### src/hdl/dma_pkg.sv
/*
 * DMA controller shared definitions
 * Bus word types, descriptor register select, engine states,
 * bus owner encoding and the configuration address layout
 */

`default_nettype none

package dma_pkg;

  typedef logic [31:0] addr_t;
  typedef logic [31:0] data_t;
  typedef logic [15:0] len_t; // Transfer length in words

  // Register within a descriptor, config address bits 3..2
  typedef enum logic [1:0] {
    REG_SRC  = 2'd0,
    REG_DST  = 2'd1,
    REG_LEN  = 2'd2,
    REG_CTRL = 2'd3
  } reg_sel_e;

  typedef enum logic [2:0] {
    ST_IDLE,
    ST_LOAD,
    ST_READ,
    ST_WRITE,
    ST_DONE
  } xfer_state_e;

  typedef enum logic {
    OWN_REMOTE = 1'b0,
    OWN_ENGINE = 1'b1
  } bus_owner_e;

  // Entry index starts here in the config address
  localparam int ENTRY_SHIFT = 4;

endpackage

`default_nettype wire
### src/hdl/dma_top.sv
/*
 * DMA controller top level
 * Config slave, request table, transfer engine, remote port
 * and master bus arbiter
 */

`timescale 1ns/1ps
`default_nettype none

module dma_top
  import dma_pkg::*;
#(
  parameter int TABLE_ENTRIES = 4
) (
  input  logic                     clk,
  input  logic                     rst,

  input  logic                     cfg_sel,
  input  addr_t                    cfg_addr,
  input  logic                     cfg_write,
  input  data_t                    cfg_wdata,
  output data_t                    cfg_rdata,
  output logic                     cfg_ready,

  output logic                     bus_sel,
  output addr_t                    bus_addr,
  output logic                     bus_write,
  output data_t                    bus_wdata,
  input  data_t                    bus_rdata,
  input  logic                     bus_ready,
  output logic                     bus_lock,

  input  logic                     rem_req_valid,
  output logic                     rem_req_ready,
  input  logic                     rem_req_write,
  input  addr_t                    rem_req_addr,
  input  data_t                    rem_req_wdata,
  output logic                     rem_res_valid,
  input  logic                     rem_res_ready,
  output data_t                    rem_res_rdata,

  output logic [TABLE_ENTRIES-1:0] irq
);

  localparam int IDX_W = (TABLE_ENTRIES > 1) ? $clog2(TABLE_ENTRIES) : 1;

  // Config slave to table
  logic                     wr_en;
  logic [IDX_W-1:0]         wr_entry;
  reg_sel_e                 wr_reg;
  data_t                    wr_data;
  logic [IDX_W-1:0]         rd_entry;
  reg_sel_e                 rd_reg;
  data_t                    rd_data;

  // Engine, table and counter
  logic [IDX_W-1:0]         sel_entry;
  logic                     done_set;
  addr_t                    src;
  addr_t                    dst;
  len_t                     len;
  logic [TABLE_ENTRIES-1:0] valid;
  logic                     load;
  logic                     step;
  addr_t                    cur_src;
  addr_t                    cur_dst;
  logic                     last;

  // Masters to arbiter
  logic                     eng_sel;
  addr_t                    eng_addr;
  logic                     eng_write;
  data_t                    eng_wdata;
  logic                     eng_lock;
  logic                     eng_ready;
  data_t                    eng_rdata;
  logic                     rem_sel;
  addr_t                    rem_addr;
  logic                     rem_write;
  data_t                    rem_wdata;
  logic                     rem_lock;
  logic                     rem_ready;
  data_t                    rem_rdata;

  dma_config_slave #(.TABLE_ENTRIES(TABLE_ENTRIES)) i_cfg (
    .clk       (clk),
    .rst       (rst),
    .cfg_sel   (cfg_sel),
    .cfg_addr  (cfg_addr),
    .cfg_write (cfg_write),
    .cfg_wdata (cfg_wdata),
    .cfg_rdata (cfg_rdata),
    .cfg_ready (cfg_ready),
    .wr_en     (wr_en),
    .wr_entry  (wr_entry),
    .wr_reg    (wr_reg),
    .wr_data   (wr_data),
    .rd_entry  (rd_entry),
    .rd_reg    (rd_reg),
    .rd_data   (rd_data)
  );

  dma_request_table #(.TABLE_ENTRIES(TABLE_ENTRIES)) i_table (
    .clk       (clk),
    .rst       (rst),
    .wr_en     (wr_en),
    .wr_entry  (wr_entry),
    .wr_reg    (wr_reg),
    .wr_data   (wr_data),
    .rd_entry  (rd_entry),
    .rd_reg    (rd_reg),
    .rd_data   (rd_data),
    .sel_entry (sel_entry),
    .done_set  (done_set),
    .src       (src),
    .dst       (dst),
    .len       (len),
    .valid     (valid),
    .irq       (irq)
  );

  dma_transfer_fsm #(.TABLE_ENTRIES(TABLE_ENTRIES)) i_fsm (
    .clk       (clk),
    .rst       (rst),
    .valid     (valid),
    .len       (len),
    .sel_entry (sel_entry),
    .done_set  (done_set),
    .load      (load),
    .step      (step),
    .cur_src   (cur_src),
    .cur_dst   (cur_dst),
    .last      (last),
    .eng_sel   (eng_sel),
    .eng_addr  (eng_addr),
    .eng_write (eng_write),
    .eng_wdata (eng_wdata),
    .eng_lock  (eng_lock),
    .eng_ready (eng_ready),
    .eng_rdata (eng_rdata)
  );

  dma_word_counter i_counter (
    .clk     (clk),
    .rst     (rst),
    .load    (load),
    .step    (step),
    .src     (src),
    .dst     (dst),
    .len     (len),
    .cur_src (cur_src),
    .cur_dst (cur_dst),
    .last    (last)
  );

  dma_remote_port i_remote (
    .clk           (clk),
    .rst           (rst),
    .rem_req_valid (rem_req_valid),
    .rem_req_ready (rem_req_ready),
    .rem_req_write (rem_req_write),
    .rem_req_addr  (rem_req_addr),
    .rem_req_wdata (rem_req_wdata),
    .rem_res_valid (rem_res_valid),
    .rem_res_ready (rem_res_ready),
    .rem_res_rdata (rem_res_rdata),
    .rem_sel       (rem_sel),
    .rem_write     (rem_write),
    .rem_addr      (rem_addr),
    .rem_wdata     (rem_wdata),
    .rem_lock      (rem_lock),
    .rem_ready     (rem_ready),
    .rem_rdata     (rem_rdata)
  );

  dma_bus_arbiter i_arbiter (
    .clk       (clk),
    .rst       (rst),
    .rem_sel   (rem_sel),
    .rem_addr  (rem_addr),
    .rem_write (rem_write),
    .rem_wdata (rem_wdata),
    .rem_lock  (rem_lock),
    .rem_ready (rem_ready),
    .rem_rdata (rem_rdata),
    .eng_sel   (eng_sel),
    .eng_addr  (eng_addr),
    .eng_write (eng_write),
    .eng_wdata (eng_wdata),
    .eng_lock  (eng_lock),
    .eng_ready (eng_ready),
    .eng_rdata (eng_rdata),
    .bus_sel   (bus_sel),
    .bus_addr  (bus_addr),
    .bus_write (bus_write),
    .bus_wdata (bus_wdata),
    .bus_lock  (bus_lock),
    .bus_ready (bus_ready),
    .bus_rdata (bus_rdata)
  );

endmodule

`default_nettype wire

### src/hdl/dma_bus_arbiter.sv
/*
 * DMA master bus arbiter
 * Registered owner held while its lock is high, remote port
 * preferred otherwise; muxes the owner onto the master bus
 */

`timescale 1ns/1ps
`default_nettype none

module dma_bus_arbiter
  import dma_pkg::*;
(
  input  logic  clk,
  input  logic  rst,

  input  logic  rem_sel,
  input  addr_t rem_addr,
  input  logic  rem_write,
  input  data_t rem_wdata,
  input  logic  rem_lock,
  output logic  rem_ready,
  output data_t rem_rdata,

  input  logic  eng_sel,
  input  addr_t eng_addr,
  input  logic  eng_write,
  input  data_t eng_wdata,
  input  logic  eng_lock,
  output logic  eng_ready,
  output data_t eng_rdata,

  output logic  bus_sel,
  output addr_t bus_addr,
  output logic  bus_write,
  output data_t bus_wdata,
  output logic  bus_lock,
  input  logic  bus_ready,
  input  data_t bus_rdata
);

  bus_owner_e owner;
  bus_owner_e owner_nxt;
  logic       owner_held;

  assign owner_held = (owner == OWN_REMOTE) ? rem_lock : eng_lock;

  always_comb begin
    if (owner_held)    owner_nxt = owner;
    else if (rem_lock) owner_nxt = OWN_REMOTE;
    else if (eng_lock) owner_nxt = OWN_ENGINE;
    else               owner_nxt = OWN_REMOTE; // Idle default
  end

  always_ff @(posedge clk) begin
    if (rst) owner <= OWN_REMOTE;
    else     owner <= owner_nxt;
  end

  //////////////////////////////////////////////////////////////////////
  // Bus multiplexer

  always_comb begin
    if (owner == OWN_ENGINE) begin
      bus_sel   = eng_sel;
      bus_addr  = eng_addr;
      bus_write = eng_write;
      bus_wdata = eng_wdata;
      bus_lock  = eng_lock;
    end else begin
      bus_sel   = rem_sel;
      bus_addr  = rem_addr;
      bus_write = rem_write;
      bus_wdata = rem_wdata;
      bus_lock  = rem_lock;
    end
  end

  // The other master just sees a long wait
  assign rem_ready = bus_ready & (owner == OWN_REMOTE);
  assign eng_ready = bus_ready & (owner == OWN_ENGINE);
  assign rem_rdata = bus_rdata;
  assign eng_rdata = bus_rdata;

endmodule

`default_nettype wire

### src/hdl/dma_remote_port.sv
/*
 * DMA remote access port
 * Turns one remote read or write request at a time into a locked
 * master bus transfer and returns a response for each
 */

`timescale 1ns/1ps
`default_nettype none

module dma_remote_port
  import dma_pkg::*;
(
  input  logic  clk,
  input  logic  rst,

  input  logic  rem_req_valid,
  output logic  rem_req_ready,
  input  logic  rem_req_write,
  input  addr_t rem_req_addr,
  input  data_t rem_req_wdata,

  output logic  rem_res_valid,
  input  logic  rem_res_ready,
  output data_t rem_res_rdata,

  output logic  rem_sel,
  output logic  rem_write,
  output addr_t rem_addr,
  output data_t rem_wdata,
  output logic  rem_lock,
  input  logic  rem_ready,
  input  data_t rem_rdata
);

  logic busy;

  assign rem_req_ready = ~busy & ~rem_res_valid; // One request in flight

  always_ff @(posedge clk) begin
    if (rst) begin
      busy          <= 1'b0;
      rem_res_valid <= 1'b0;
    end else begin
      if (rem_req_valid && rem_req_ready) busy <= 1'b1;
      if (busy && rem_ready) begin
        busy          <= 1'b0;
        rem_res_valid <= 1'b1;
      end
      if (rem_res_valid && rem_res_ready) rem_res_valid <= 1'b0;
    end
  end

  always_ff @(posedge clk) begin
    if (rem_req_valid && rem_req_ready) begin
      rem_write <= rem_req_write;
      rem_addr  <= rem_req_addr;
      rem_wdata <= rem_req_wdata;
    end
    if (busy && rem_ready) rem_res_rdata <= rem_rdata; // Held under back-pressure
  end

  assign rem_sel  = busy;
  assign rem_lock = busy;

endmodule

`default_nettype wire

### src/hdl/dma_word_counter.sv
/*
 * DMA word counter
 * Running source and destination addresses and remaining words
 */

`timescale 1ns/1ps
`default_nettype none

module dma_word_counter
  import dma_pkg::*;
(
  input  logic  clk,
  input  logic  rst,
  input  logic  load,
  input  logic  step,
  input  addr_t src,
  input  addr_t dst,
  input  len_t  len,
  output addr_t cur_src,
  output addr_t cur_dst,
  output logic  last
);

  len_t remain;

  always_ff @(posedge clk) begin
    if (rst) begin
      remain <= '0;
    end else if (load) begin
      remain <= len;
    end else if (step) begin
      remain <= remain - len_t'(1);
    end
  end

  always_ff @(posedge clk) begin
    if (load) begin
      cur_src <= src;
      cur_dst <= dst;
    end else if (step) begin
      cur_src <= cur_src + addr_t'(4); // Word addresses
      cur_dst <= cur_dst + addr_t'(4);
    end
  end

  assign last = (remain == len_t'(1)); // Final word of the entry

endmodule

`default_nettype wire

### src/hdl/dma_transfer_fsm.sv
/*
 * DMA transfer engine
 * Picks the lowest valid entry and copies it word by word,
 * each word a locked read then write on the master bus
 */

`timescale 1ns/1ps
`default_nettype none

module dma_transfer_fsm
  import dma_pkg::*;
#(
  parameter int TABLE_ENTRIES = 4,
  localparam int IDX_W = (TABLE_ENTRIES > 1) ? $clog2(TABLE_ENTRIES) : 1
) (
  input  logic                     clk,
  input  logic                     rst,

  input  logic [TABLE_ENTRIES-1:0] valid,
  input  len_t                     len,
  output logic [IDX_W-1:0]         sel_entry,
  output logic                     done_set,

  output logic                     load,
  output logic                     step,
  input  addr_t                    cur_src,
  input  addr_t                    cur_dst,
  input  logic                     last,

  output logic                     eng_sel,
  output addr_t                    eng_addr,
  output logic                     eng_write,
  output data_t                    eng_wdata,
  output logic                     eng_lock,
  input  logic                     eng_ready,
  input  data_t                    eng_rdata
);

  xfer_state_e      state;
  logic [IDX_W-1:0] pick;
  logic             lock_q;
  data_t            data_q;

  // Lowest numbered valid entry
  always_comb begin
    pick = '0;
    for (int i = TABLE_ENTRIES - 1; i >= 0; i--) begin
      if (valid[i]) pick = IDX_W'(i);
    end
  end

  //////////////////////////////////////////////////////////////////////
  // State sequence

  always_ff @(posedge clk) begin
    if (rst) begin
      state  <= ST_IDLE;
      lock_q <= 1'b0;
    end else begin
      case (state)
        ST_IDLE: begin
          if (|valid) state <= ST_LOAD;
        end
        ST_LOAD: state <= (len == '0) ? ST_DONE : ST_READ;
        ST_READ: begin
          if (!lock_q) begin
            lock_q <= 1'b1; // Ask for the bus first
          end else if (eng_ready) begin
            state <= ST_WRITE;
          end
        end
        ST_WRITE: begin
          if (eng_ready) begin
            lock_q <= 1'b0; // Let the remote port in between words
            state  <= last ? ST_DONE : ST_READ;
          end
        end
        default: state <= ST_IDLE; // ST_DONE
      endcase
    end
  end

  always_ff @(posedge clk) begin
    if (state == ST_IDLE) sel_entry <= pick;
    if (state == ST_READ && lock_q && eng_ready) data_q <= eng_rdata;
  end

  assign load     = (state == ST_LOAD);
  assign step     = (state == ST_WRITE) & eng_ready;
  assign done_set = (state == ST_DONE);

  assign eng_lock  = lock_q;
  assign eng_sel   = lock_q & ((state == ST_READ) | (state == ST_WRITE));
  assign eng_write = (state == ST_WRITE);
  assign eng_addr  = (state == ST_WRITE) ? cur_dst : cur_src;
  assign eng_wdata = data_q;

endmodule

`default_nettype wire

### src/hdl/dma_request_table.sv
/*
 * DMA request table
 * Holds source, destination and length of each descriptor
 * with its valid and done bits; done drives the interrupts
 */

`timescale 1ns/1ps
`default_nettype none

module dma_request_table
  import dma_pkg::*;
#(
  parameter int TABLE_ENTRIES = 4,
  localparam int IDX_W = (TABLE_ENTRIES > 1) ? $clog2(TABLE_ENTRIES) : 1
) (
  input  logic                     clk,
  input  logic                     rst,

  // Configuration side
  input  logic                     wr_en,
  input  logic [IDX_W-1:0]         wr_entry,
  input  reg_sel_e                 wr_reg,
  input  data_t                    wr_data,
  input  logic [IDX_W-1:0]         rd_entry,
  input  reg_sel_e                 rd_reg,
  output data_t                    rd_data,

  // Engine side
  input  logic [IDX_W-1:0]         sel_entry,
  input  logic                     done_set,
  output addr_t                    src,
  output addr_t                    dst,
  output len_t                     len,
  output logic [TABLE_ENTRIES-1:0] valid,
  output logic [TABLE_ENTRIES-1:0] irq
);

  addr_t                    src_q [TABLE_ENTRIES];
  addr_t                    dst_q [TABLE_ENTRIES];
  len_t                     len_q [TABLE_ENTRIES];
  logic [TABLE_ENTRIES-1:0] valid_q;
  logic [TABLE_ENTRIES-1:0] done_q;

  //////////////////////////////////////////////////////////////////////
  // Descriptor fields

  always_ff @(posedge clk) begin
    if (wr_en) begin
      case (wr_reg)
        REG_SRC: src_q[wr_entry] <= wr_data;
        REG_DST: dst_q[wr_entry] <= wr_data;
        REG_LEN: len_q[wr_entry] <= wr_data[15:0];
        default: ;
      endcase
    end
  end

  //////////////////////////////////////////////////////////////////////
  // Valid and done bits

  always_ff @(posedge clk) begin
    if (rst) begin
      valid_q <= '0;
      done_q  <= '0;
    end else begin
      if (done_set) begin
        valid_q[sel_entry] <= 1'b0;
        done_q[sel_entry]  <= 1'b1;
      end
      // A restart in the same cycle wins
      if (wr_en && wr_reg == REG_CTRL && wr_data[0]) begin
        valid_q[wr_entry] <= 1'b1;
        done_q[wr_entry]  <= 1'b0;
      end
    end
  end

  always_comb begin
    case (rd_reg)
      REG_SRC: rd_data = src_q[rd_entry];
      REG_DST: rd_data = dst_q[rd_entry];
      REG_LEN: rd_data = data_t'(len_q[rd_entry]);
      default: rd_data = {30'd0, done_q[rd_entry], valid_q[rd_entry]};
    endcase
  end

  assign src   = src_q[sel_entry];
  assign dst   = dst_q[sel_entry];
  assign len   = len_q[sel_entry];
  assign valid = valid_q;
  assign irq   = done_q; // One line per entry, high while done

endmodule

`default_nettype wire

### src/hdl/dma_config_slave.sv
/*
 * DMA configuration slave
 * Splits config bus accesses into descriptor table writes and reads,
 * answers every access with ready one cycle after select
 */

`timescale 1ns/1ps
`default_nettype none

module dma_config_slave
  import dma_pkg::*;
#(
  parameter int TABLE_ENTRIES = 4,
  localparam int IDX_W = (TABLE_ENTRIES > 1) ? $clog2(TABLE_ENTRIES) : 1
) (
  input  logic             clk,
  input  logic             rst,

  input  logic             cfg_sel,
  input  addr_t            cfg_addr,
  input  logic             cfg_write,
  input  data_t            cfg_wdata,
  output data_t            cfg_rdata,
  output logic             cfg_ready,

  output logic             wr_en,
  output logic [IDX_W-1:0] wr_entry,
  output reg_sel_e         wr_reg,
  output data_t            wr_data,
  output logic [IDX_W-1:0] rd_entry,
  output reg_sel_e         rd_reg,
  input  data_t            rd_data
);

  logic [IDX_W-1:0] entry;
  reg_sel_e         regsel;

  // Address decode
  assign entry  = cfg_addr[ENTRY_SHIFT +: IDX_W];
  assign regsel = reg_sel_e'(cfg_addr[3:2]);

  assign wr_entry = entry;
  assign wr_reg   = regsel;
  assign wr_data  = cfg_wdata;
  assign rd_entry = entry;
  assign rd_reg   = regsel;

  // Commit the write once, in the ready cycle
  assign wr_en = cfg_sel & cfg_write & cfg_ready;

  //////////////////////////////////////////////////////////////////////
  // Single wait state

  always_ff @(posedge clk) begin
    if (rst) begin
      cfg_ready <= 1'b0;
    end else begin
      cfg_ready <= cfg_sel & ~cfg_ready; // Low again after each access
    end
  end

  always_ff @(posedge clk) begin
    if (cfg_sel && !cfg_ready) begin
      cfg_rdata <= rd_data; // Valid in the ready cycle
    end
  end

endmodule

`default_nettype wire

### config.mk
export PLATFORM = sky130hd
export DESIGN_NAME = dma_top
export DESIGN_NICKNAME = d
export VERILOG_FILES = /design/src/hdl/dma_pkg.sv /design/src/hdl/dma_top.sv /design/src/hdl/dma_bus_arbiter.sv /design/src/hdl/dma_remote_port.sv /design/src/hdl/dma_word_counter.sv /design/src/hdl/dma_transfer_fsm.sv /design/src/hdl/dma_request_table.sv /design/src/hdl/dma_config_slave.sv
export SDC_FILE = /design/constraint.sdc
export NUM_CORES = 1
export LEC_CHECK = 0
export BUFFER_PORTS_ARGS = -buffer_cell sky130_fd_sc_hd__buf_4
export CAP_MARGIN = 10
export CORE_MARGIN = 4
export CORE_UTILIZATION = 54
export DETAILED_ROUTE_END_ITERATION = 8
export GPL_TIMING_DRIVEN = 0
export PLACE_DENSITY = 0.75
export SLEW_MARGIN = 20
export SYNTH_ARGS = -nofsm -noshare
export SYNTH_HDL_FRONTEND = slang
export SYNTH_SLANG_ARGS = --single-unit
### constraint.sdc
create_clock -name clk -period 5.2 [get_ports clk]
set_clock_uncertainty 0.15 [all_clocks]
set_input_delay 0.52 -clock clk [delete_from_list [all_inputs] [get_ports clk]]
set_output_delay 0.52 -clock clk [all_outputs]
set_load 0.02 [all_outputs]
==> results of run 1 <==
[cells in the mapped netlist (all sizes together), types with 12 or more instances]
master	number	share of area, %
mux2i	60	2.4
xor2	12	0.41
a21oi	58	1.2
nand3	34	0.67
mux4	164	15
mux2	37	1.7
nor2	103	1.5
nand2	106	1.6
nor3	24	0.49
nor4	23	0.71
buf	37	0.71
xnor2	44	1.5
clkbuf	55	0.81
o22ai	14	0.35
nand4	14	0.35
dfxtp	32	2.5
o21ai	61	1.2
inv	32	0.47
edfxtp	547	65
[stage by stage]
stage          hold WS (ps)  total power [W]  instances  util [%]  instance area [um^2]
5_1_grt               18.18          0.01059       2655     68.44                 31790
3_5_place_dp          341.5         0.006030       2440     61.84                 28730
4_1_cts               11.30          0.01033       2655     68.44                 31790
6_report              32.80          0.01030       2656     68.44                 31800
3_3_place_gp          327.1         0.006007       2413     60.67                 28190
2_1_floorplan         311.2         0.005663       1533         -                 25380
[routing by layer]
| metal | vias up | global-route usage, % | share of wire (%) |
|---|---|---|---|
| li1 | 7017 | - | - |
| met1 | 8274 | 35.62 | 37 |
| met2 | 915 | 47.09 | 49 |
| met3 | 145 | 8.092 | 10 |
| met4 | 2 | 9.921 | 3.8 |
| met5 | - | 0 | 0.017 |
[kinds of logic (layout without fill, tap and decap cells)]
kind of cell,Yosys count,after routing
muxes,261,261
buffers and inverters,124,639
DFF,579,579
AOI/OAI and AO/OA,151,151
xor gates and xnor gates,56,56
adders and majority gates,4,4
and+or+nand+nor,358,358
other,0,1
[worst reg2reg max path: cells and delay by family, from the launching register on]
kind                   cells  cell delay, ps
AO/OA/AOI/OAI              1              70
flip-flops                 1             500
AND/OR/NAND/NOR            1             100
multiplexers               1             510
buffers and inverters      2            1490
[flip-flops by register name (all words and copies together), names as in the netlist, 2 cells and up]
name                    cells
i_table.dst_q             128
i_table.src_q             128
i_table.len_q              64
i_cfg.cfg_rdata            32
i_counter.cur_dst          32
i_counter.cur_src          32
i_fsm.eng_wdata            32
i_remote.rem_addr          32
i_remote.rem_res_rdata     32
i_remote.rem_wdata         32
i_counter.remain           16
i_table.irq                 4
i_table.valid               4
i_fsm.state                 3
i_fsm.sel_entry             2
[final cells by class]
| class | instances | area (um^2) | share of cell area (%) |
|---|---|---|---|
| flip-flops and latches | 579 | 17070 | 53.68 |
| multi-input cells | 830 | 7903 | 24.85 |
| repair buffers | 414 | 3635 | 11.43 |
| clock buffers | 68 | 1499 | 4.714 |
| well taps | 607 | 759.5 | 2.389 |
| clock inverters | 33 | 424.2 | 1.334 |
| plain buffers | 92 | 386.6 | 1.216 |
| inverters | 32 | 120.1 | 0.3778 |
| diodes | 1 | 2.502 | 0.007870 |
[worst paths after layout]
path         slack [ps]  cells past startpoint              endpoint            startpoint
max                1520                      6          bus_addr[28]        i_fsm.state[2]
min                  30                      1   i_table.len_q[1][1]          cfg_wdata[1]
max reg2reg        2120                      5  i_counter.cur_dst[8]    i_fsm.sel_entry[1]
min reg2reg         350                      2  i_counter.remain[12]  i_counter.remain[12]
[timing repair]
item,CTS,global route
buffers inserted,0,0
gates resized for setup,0,0
endpoints found under the hold margin,259,0
hold buffers,114,0
[power by group through the flow]
stage | Sequential (W) | Combinational, W | Clock, W
5_1_grt | 0.00522 | 0.000840 | 0.00453
4_1_cts | 0.00522 | 0.000791 | 0.00432
3_3_place_gp | 0.00532 | 0.000686 | 0
6_report | 0.00522 | 0.000801 | 0.00428
2_1_floorplan | 0.00535 | 0.000312 | 0
3_5_place_dp | 0.00532 | 0.000714 | 0
==> metrics.yaml, run 1 <==
synthesis:
  synth_ff_type: "edfxtp_1"
  synth_area_um2: 25380
  synthXorXnorAreaFrac_pct: 1.933
  ys_warn_count: 0
  post_synth_num_cell_types: 55
  synth-edff-count: 547
  syn-num-nets: 1705
  yosys_register_bits: 579
  synth_adder_area_share_pct: 0.1972
  ys_seq_area_share_pct: 67.25
  synth_mux_area_share_pct: 18.58
  async_flop_share_pct: 0
  synthCells: 1533
  synth_top_family_by_area: "multiplexers"
  avgSynthCellArea_um2: 16.55
  synth-simple-area-share_pct: 6.823
  synth_compound_area_share_pct: 3.224
worst_setup_path:
  cpPeakStageDelay_ps: 480
  arrival_ps: 3010
  worstSetupEndpointType: "primary output"
  crit_type: "flop to primary output"
  cp_slowest_cell: "dfxtp_1"
  worst-path-buf-inv: 3
  cp_max_fo: 10
  crit_top_cell: "buf_2"
  cp-start-kind: "flop"
  cp.required_ps: 4530
  worstPathCellList: "nand3b_1, buf_2, buf_2, mux2i_1, a21oi_1, buf_4"
  crit_family: "buffers and inverters"
cts:
  htree_levels: 2
  clockBufferDepth: 3
  cts.sinks: 579
  clk_latency_ps: 620
  clkTransAtPathRegs_ps: 60
  cts_buffers: 57
  cts_tree: "built"
  cts-root-buf: "clkbuf_16"
timing:
  worst_pin_slew_ps: 1164
  rsz0062_at_grt: "no"
  period_needed_ps: 3680
  finalHoldViolCount: 0
  slew_viol_final: 0
  min_period_over_period_pct: 70.77
  relSlewSlack_pct: 22.42
  setup-tns-final_ps: 0
  setup_viol: 0
  fin_ws_ps: 1520
  max_freq_ghz: 0.2717
run_status:
  outcome: "complete, no violations"
grt:
  grt_pass1_wl_um: 106000
  antenna_found_initial: 2
  grt_pass1_vias: 17010
  grt.overflow.total: 0
  grt_util_all_layers_pct: 28.15
  grt_max_degree: 42
power:
  p_leak_nw: 10.91
  p_per_area_nw_per_um2: 323.9
  combPwrFrac_pct: 7.8
  p_switching_w: 0.002211
  power_frac_seq_pct: 50.7
  ir_drop_uv: 282.3
  p_sw_share_pct: 21.47
  pwr-share-clk_pct: 41.5
  p_int_w: 0.008087
finish:
  drive_above_1_share_pct: 31.01
  layout_common_cells: "edfxtp_1 (547), buf_4 (280), mux4_2 (164), dlygate4sd3_1 (114), nand2_1 (106)"
  final_common_cell: "edfxtp_1"
  nFillCells: 2949
  nNetsFinal: 2178
  syn2layout_area_growth_pct: 25.29
die:
  start_util_pct: 54.63
  row_count: 79
  fp.dieW_um: 224.8
  io_pins: 306
  die_y_um: 224.8
  die_area_um2: 50530
  core_area_um2: 46460
drt:
  drc: 0
  vias: 16350
  wl_um: 71990
  ant_nets: 0
  wire_per_inst_um: 27.10
  drt_iter0_markers: 1612
  dr.pass1.iters: 5
  viasPerCell: 6.157
placement:
  dp_slack_ps: 1150
  hpwlAfterDp_um: 50020
  io_buffers: 273
  gp_congestion: 0.8734
hold_path:
  hold_path.class: "input pin to flop"
run:
  max-cap-violations: 0
Power figures use the tool's default switching activity.
==> run 2, diff against run 1 <==
CORE_UTILIZATION = 53   (was 54)
PLACE_DENSITY = 0.77   (was 0.75)
clock period = 3.1 ns   (was 5.2 ns; I/O delays follow)
==> metrics.yaml, run 2 (synthesized netlist as in run 1, its figures left out) <==
run_status:
  outcome: "complete, no violations"
drt:
  dr.pass1.iters: 5  # unchanged
  drc: 0  # unchanged
  route.met3.wl_um: 7382  # +0.97%
  drt_iter0_markers: 1809  # +12%
  m1WireLength_um: 26360  # -0.21%
  wl_um: 72090  # +0.15%
  top_layer_used: "met5"
  ant_nets: 0  # unchanged
  wire_per_inst_um: 27.01  # -0.34%
  wl_met2_um: 35690  # +0.50%
  viasPerCell: 6.219  # +1.0%
  vias: 16600  # +1.5%
timing:
  hold_ws_ps: 34.43  # +1.635 ps
  max_freq_ghz: 0.3281
  setup_viol: 0  # unchanged
  finalHoldViolCount: 0  # unchanged
  relSlewSlack_pct: 25.74  # +3.3 points
  min_period_over_period_pct: 98.31
  setup-tns-final_ps: 0  # unchanged
  slew_viol_final: 0  # unchanged
  worst_pin_slew_ps: 1114  # -49.70 ps
  period_needed_ps: 3048
  rsz0062_at_grt: "no"
power:
  p_per_area_nw_per_um2: 532.0  # +64%
  p_leak_nw: 10.94  # +0.28%
  ir_drop_uv: 384.1  # +36%
finish:
  drive_above_1_share_pct: 31.13  # +0.13 points
  final_common_cell: "edfxtp_1"
  layout_common_cells: "edfxtp_1 (547), buf_4 (277), mux4_2 (164), dlygate4sd3_1 (132), nand2_1 (106)"
  fin_util_pct: 67.90  # -0.54 points
  top_regs: "i_table.dst_q x128, i_table.src_q x128, i_table.len_q x64"
  multi_input_area_um2: 7915  # +0.16%
  syn2layout_area_growth_pct: 25.63
  nFillCells: 2968  # +0.64%
  nNetsFinal: 2192  # +0.64%
  register_area_um2: 17070  # unchanged
worst_setup_path:
  worstSetupEndpointType: "flop"
  crit_type: "flop to flop"
  arrival_ps: 3240  # +230 ps
  cp-start-kind: "flop"
  cp_max_fo: 10  # unchanged
  cp.required_ps: 3290  # -1240 ps
cts:
  clk_latency_ps: 620  # about the same
  cts_buffers: 57  # unchanged
  clockBufferDepth: 3  # unchanged
  clkTransAtPathRegs_ps: 60  # about the same
  cts-root-buf: "clkbuf_16"
  htree_levels: 2  # unchanged
  cts.sinks: 579  # unchanged
  cts_tree: "built"
grt:
  grt_util_all_layers_pct: 27.66  # -0.49 points
  grt.overflow.total: 0  # unchanged
  antenna_found_initial: 3  # +1
  grt_pass1_wl_um: 105200  # -0.72%
  grt_max_degree: 40  # -4.8%
  grt_pass1_vias: 16590  # -2.5%
die:
  core_area_um2: 46950  # +1.1%
  io_pins: 306  # unchanged
  start_util_pct: 54.05  # -0.58 points
  die_area_um2: 51450  # +1.8%
  fp.dieW_um: 226.8  # +0.91%
  row_count: 79  # unchanged
  die_y_um: 226.8  # +0.91%
run:
  max-cap-violations: 0  # unchanged
placement:
  io_buffers: 273  # unchanged
  hpwlAfterDp_um: 50190  # +0.35%
  gp_congestion: 0.9161  # +4.9%
hold_path:
  hold_path.class: "input pin to flop"
## run 2: timing repair
| item | 4_1_cts | 5_1_grt |
|---|---|---|
| pin swaps | 0 | 0 |
| endpoints found under the hold margin | 456 | 0 |
| setup endpoints to repair | 81 | 5 |
| resized for setup | 3 | 3 |
| buffers inserted | 1 | 0 |
| hold buffers | 132 | 0 |
## run 2: worst paths after layout
path | start | depth (start not counted) | to | slack [ps]
max | i_fsm.sel_entry[1] | 5 | i_counter.cur_dst[8] | 50
min | cfg_sel | 2 | i_cfg.cfg_rdata[15] | 30
max reg2reg | i_fsm.sel_entry[1] | 5 | i_counter.cur_dst[8] | 50
min reg2reg | i_counter.remain[12] | 2 | i_counter.remain[12] | 330
## run 2: final cells by class
cell class | instances | share of cell area, %
Inverter | 32 | 0.3768
Tap cell | 607 | 2.382
Timing Repair Buffer | 428 | 11.94
Sequential cell | 579 | 53.53
Clock inverter | 24 | 0.8045
Antenna cell | 3 | 0.02355
Multi-Input combinational cell | 830 | 24.83
Clock buffer | 74 | 4.878
Buffer | 92 | 1.236
## run 2: per-layer routing
layer  global-route usage (%)  vias up
li1                         -     7044
met1                    35.36     8383
met2                    47.20     1010
met3                    6.124      159
met4                    9.760        2
met5                        0        -
## run 2: worst max-delay path, cell delays in order, from the launching register on
cell      delay, ps
edfxtp_1        510
clkbuf_1        630
clkbuf_1        790
mux4_2          500
nand2_1         110
o21ai_0          70
## run 2: power breakdown
group          switching (W)  internal, W  total (W)
logic               0.000751     0.000617    0.00137
registers          0.0000504      0.00870    0.00875
clock network        0.00291      0.00393    0.00684
## run 2: stage by stage
step | worst slack (ps) | instance area, um^2 | instances | power, W
floorplan | -250.8 | 25390 | 1533 | 0.009500
global placement | -2337 | 28200 | 2413 | 0.01008
detailed placement | -735.8 | 28730 | 2435 | 0.01012
CTS | 39.21 | 31870 | 2666 | 0.01698
global route | 12.91 | 31880 | 2667 | 0.01743
finish | 52.43 | 31880 | 2669 | 0.01696
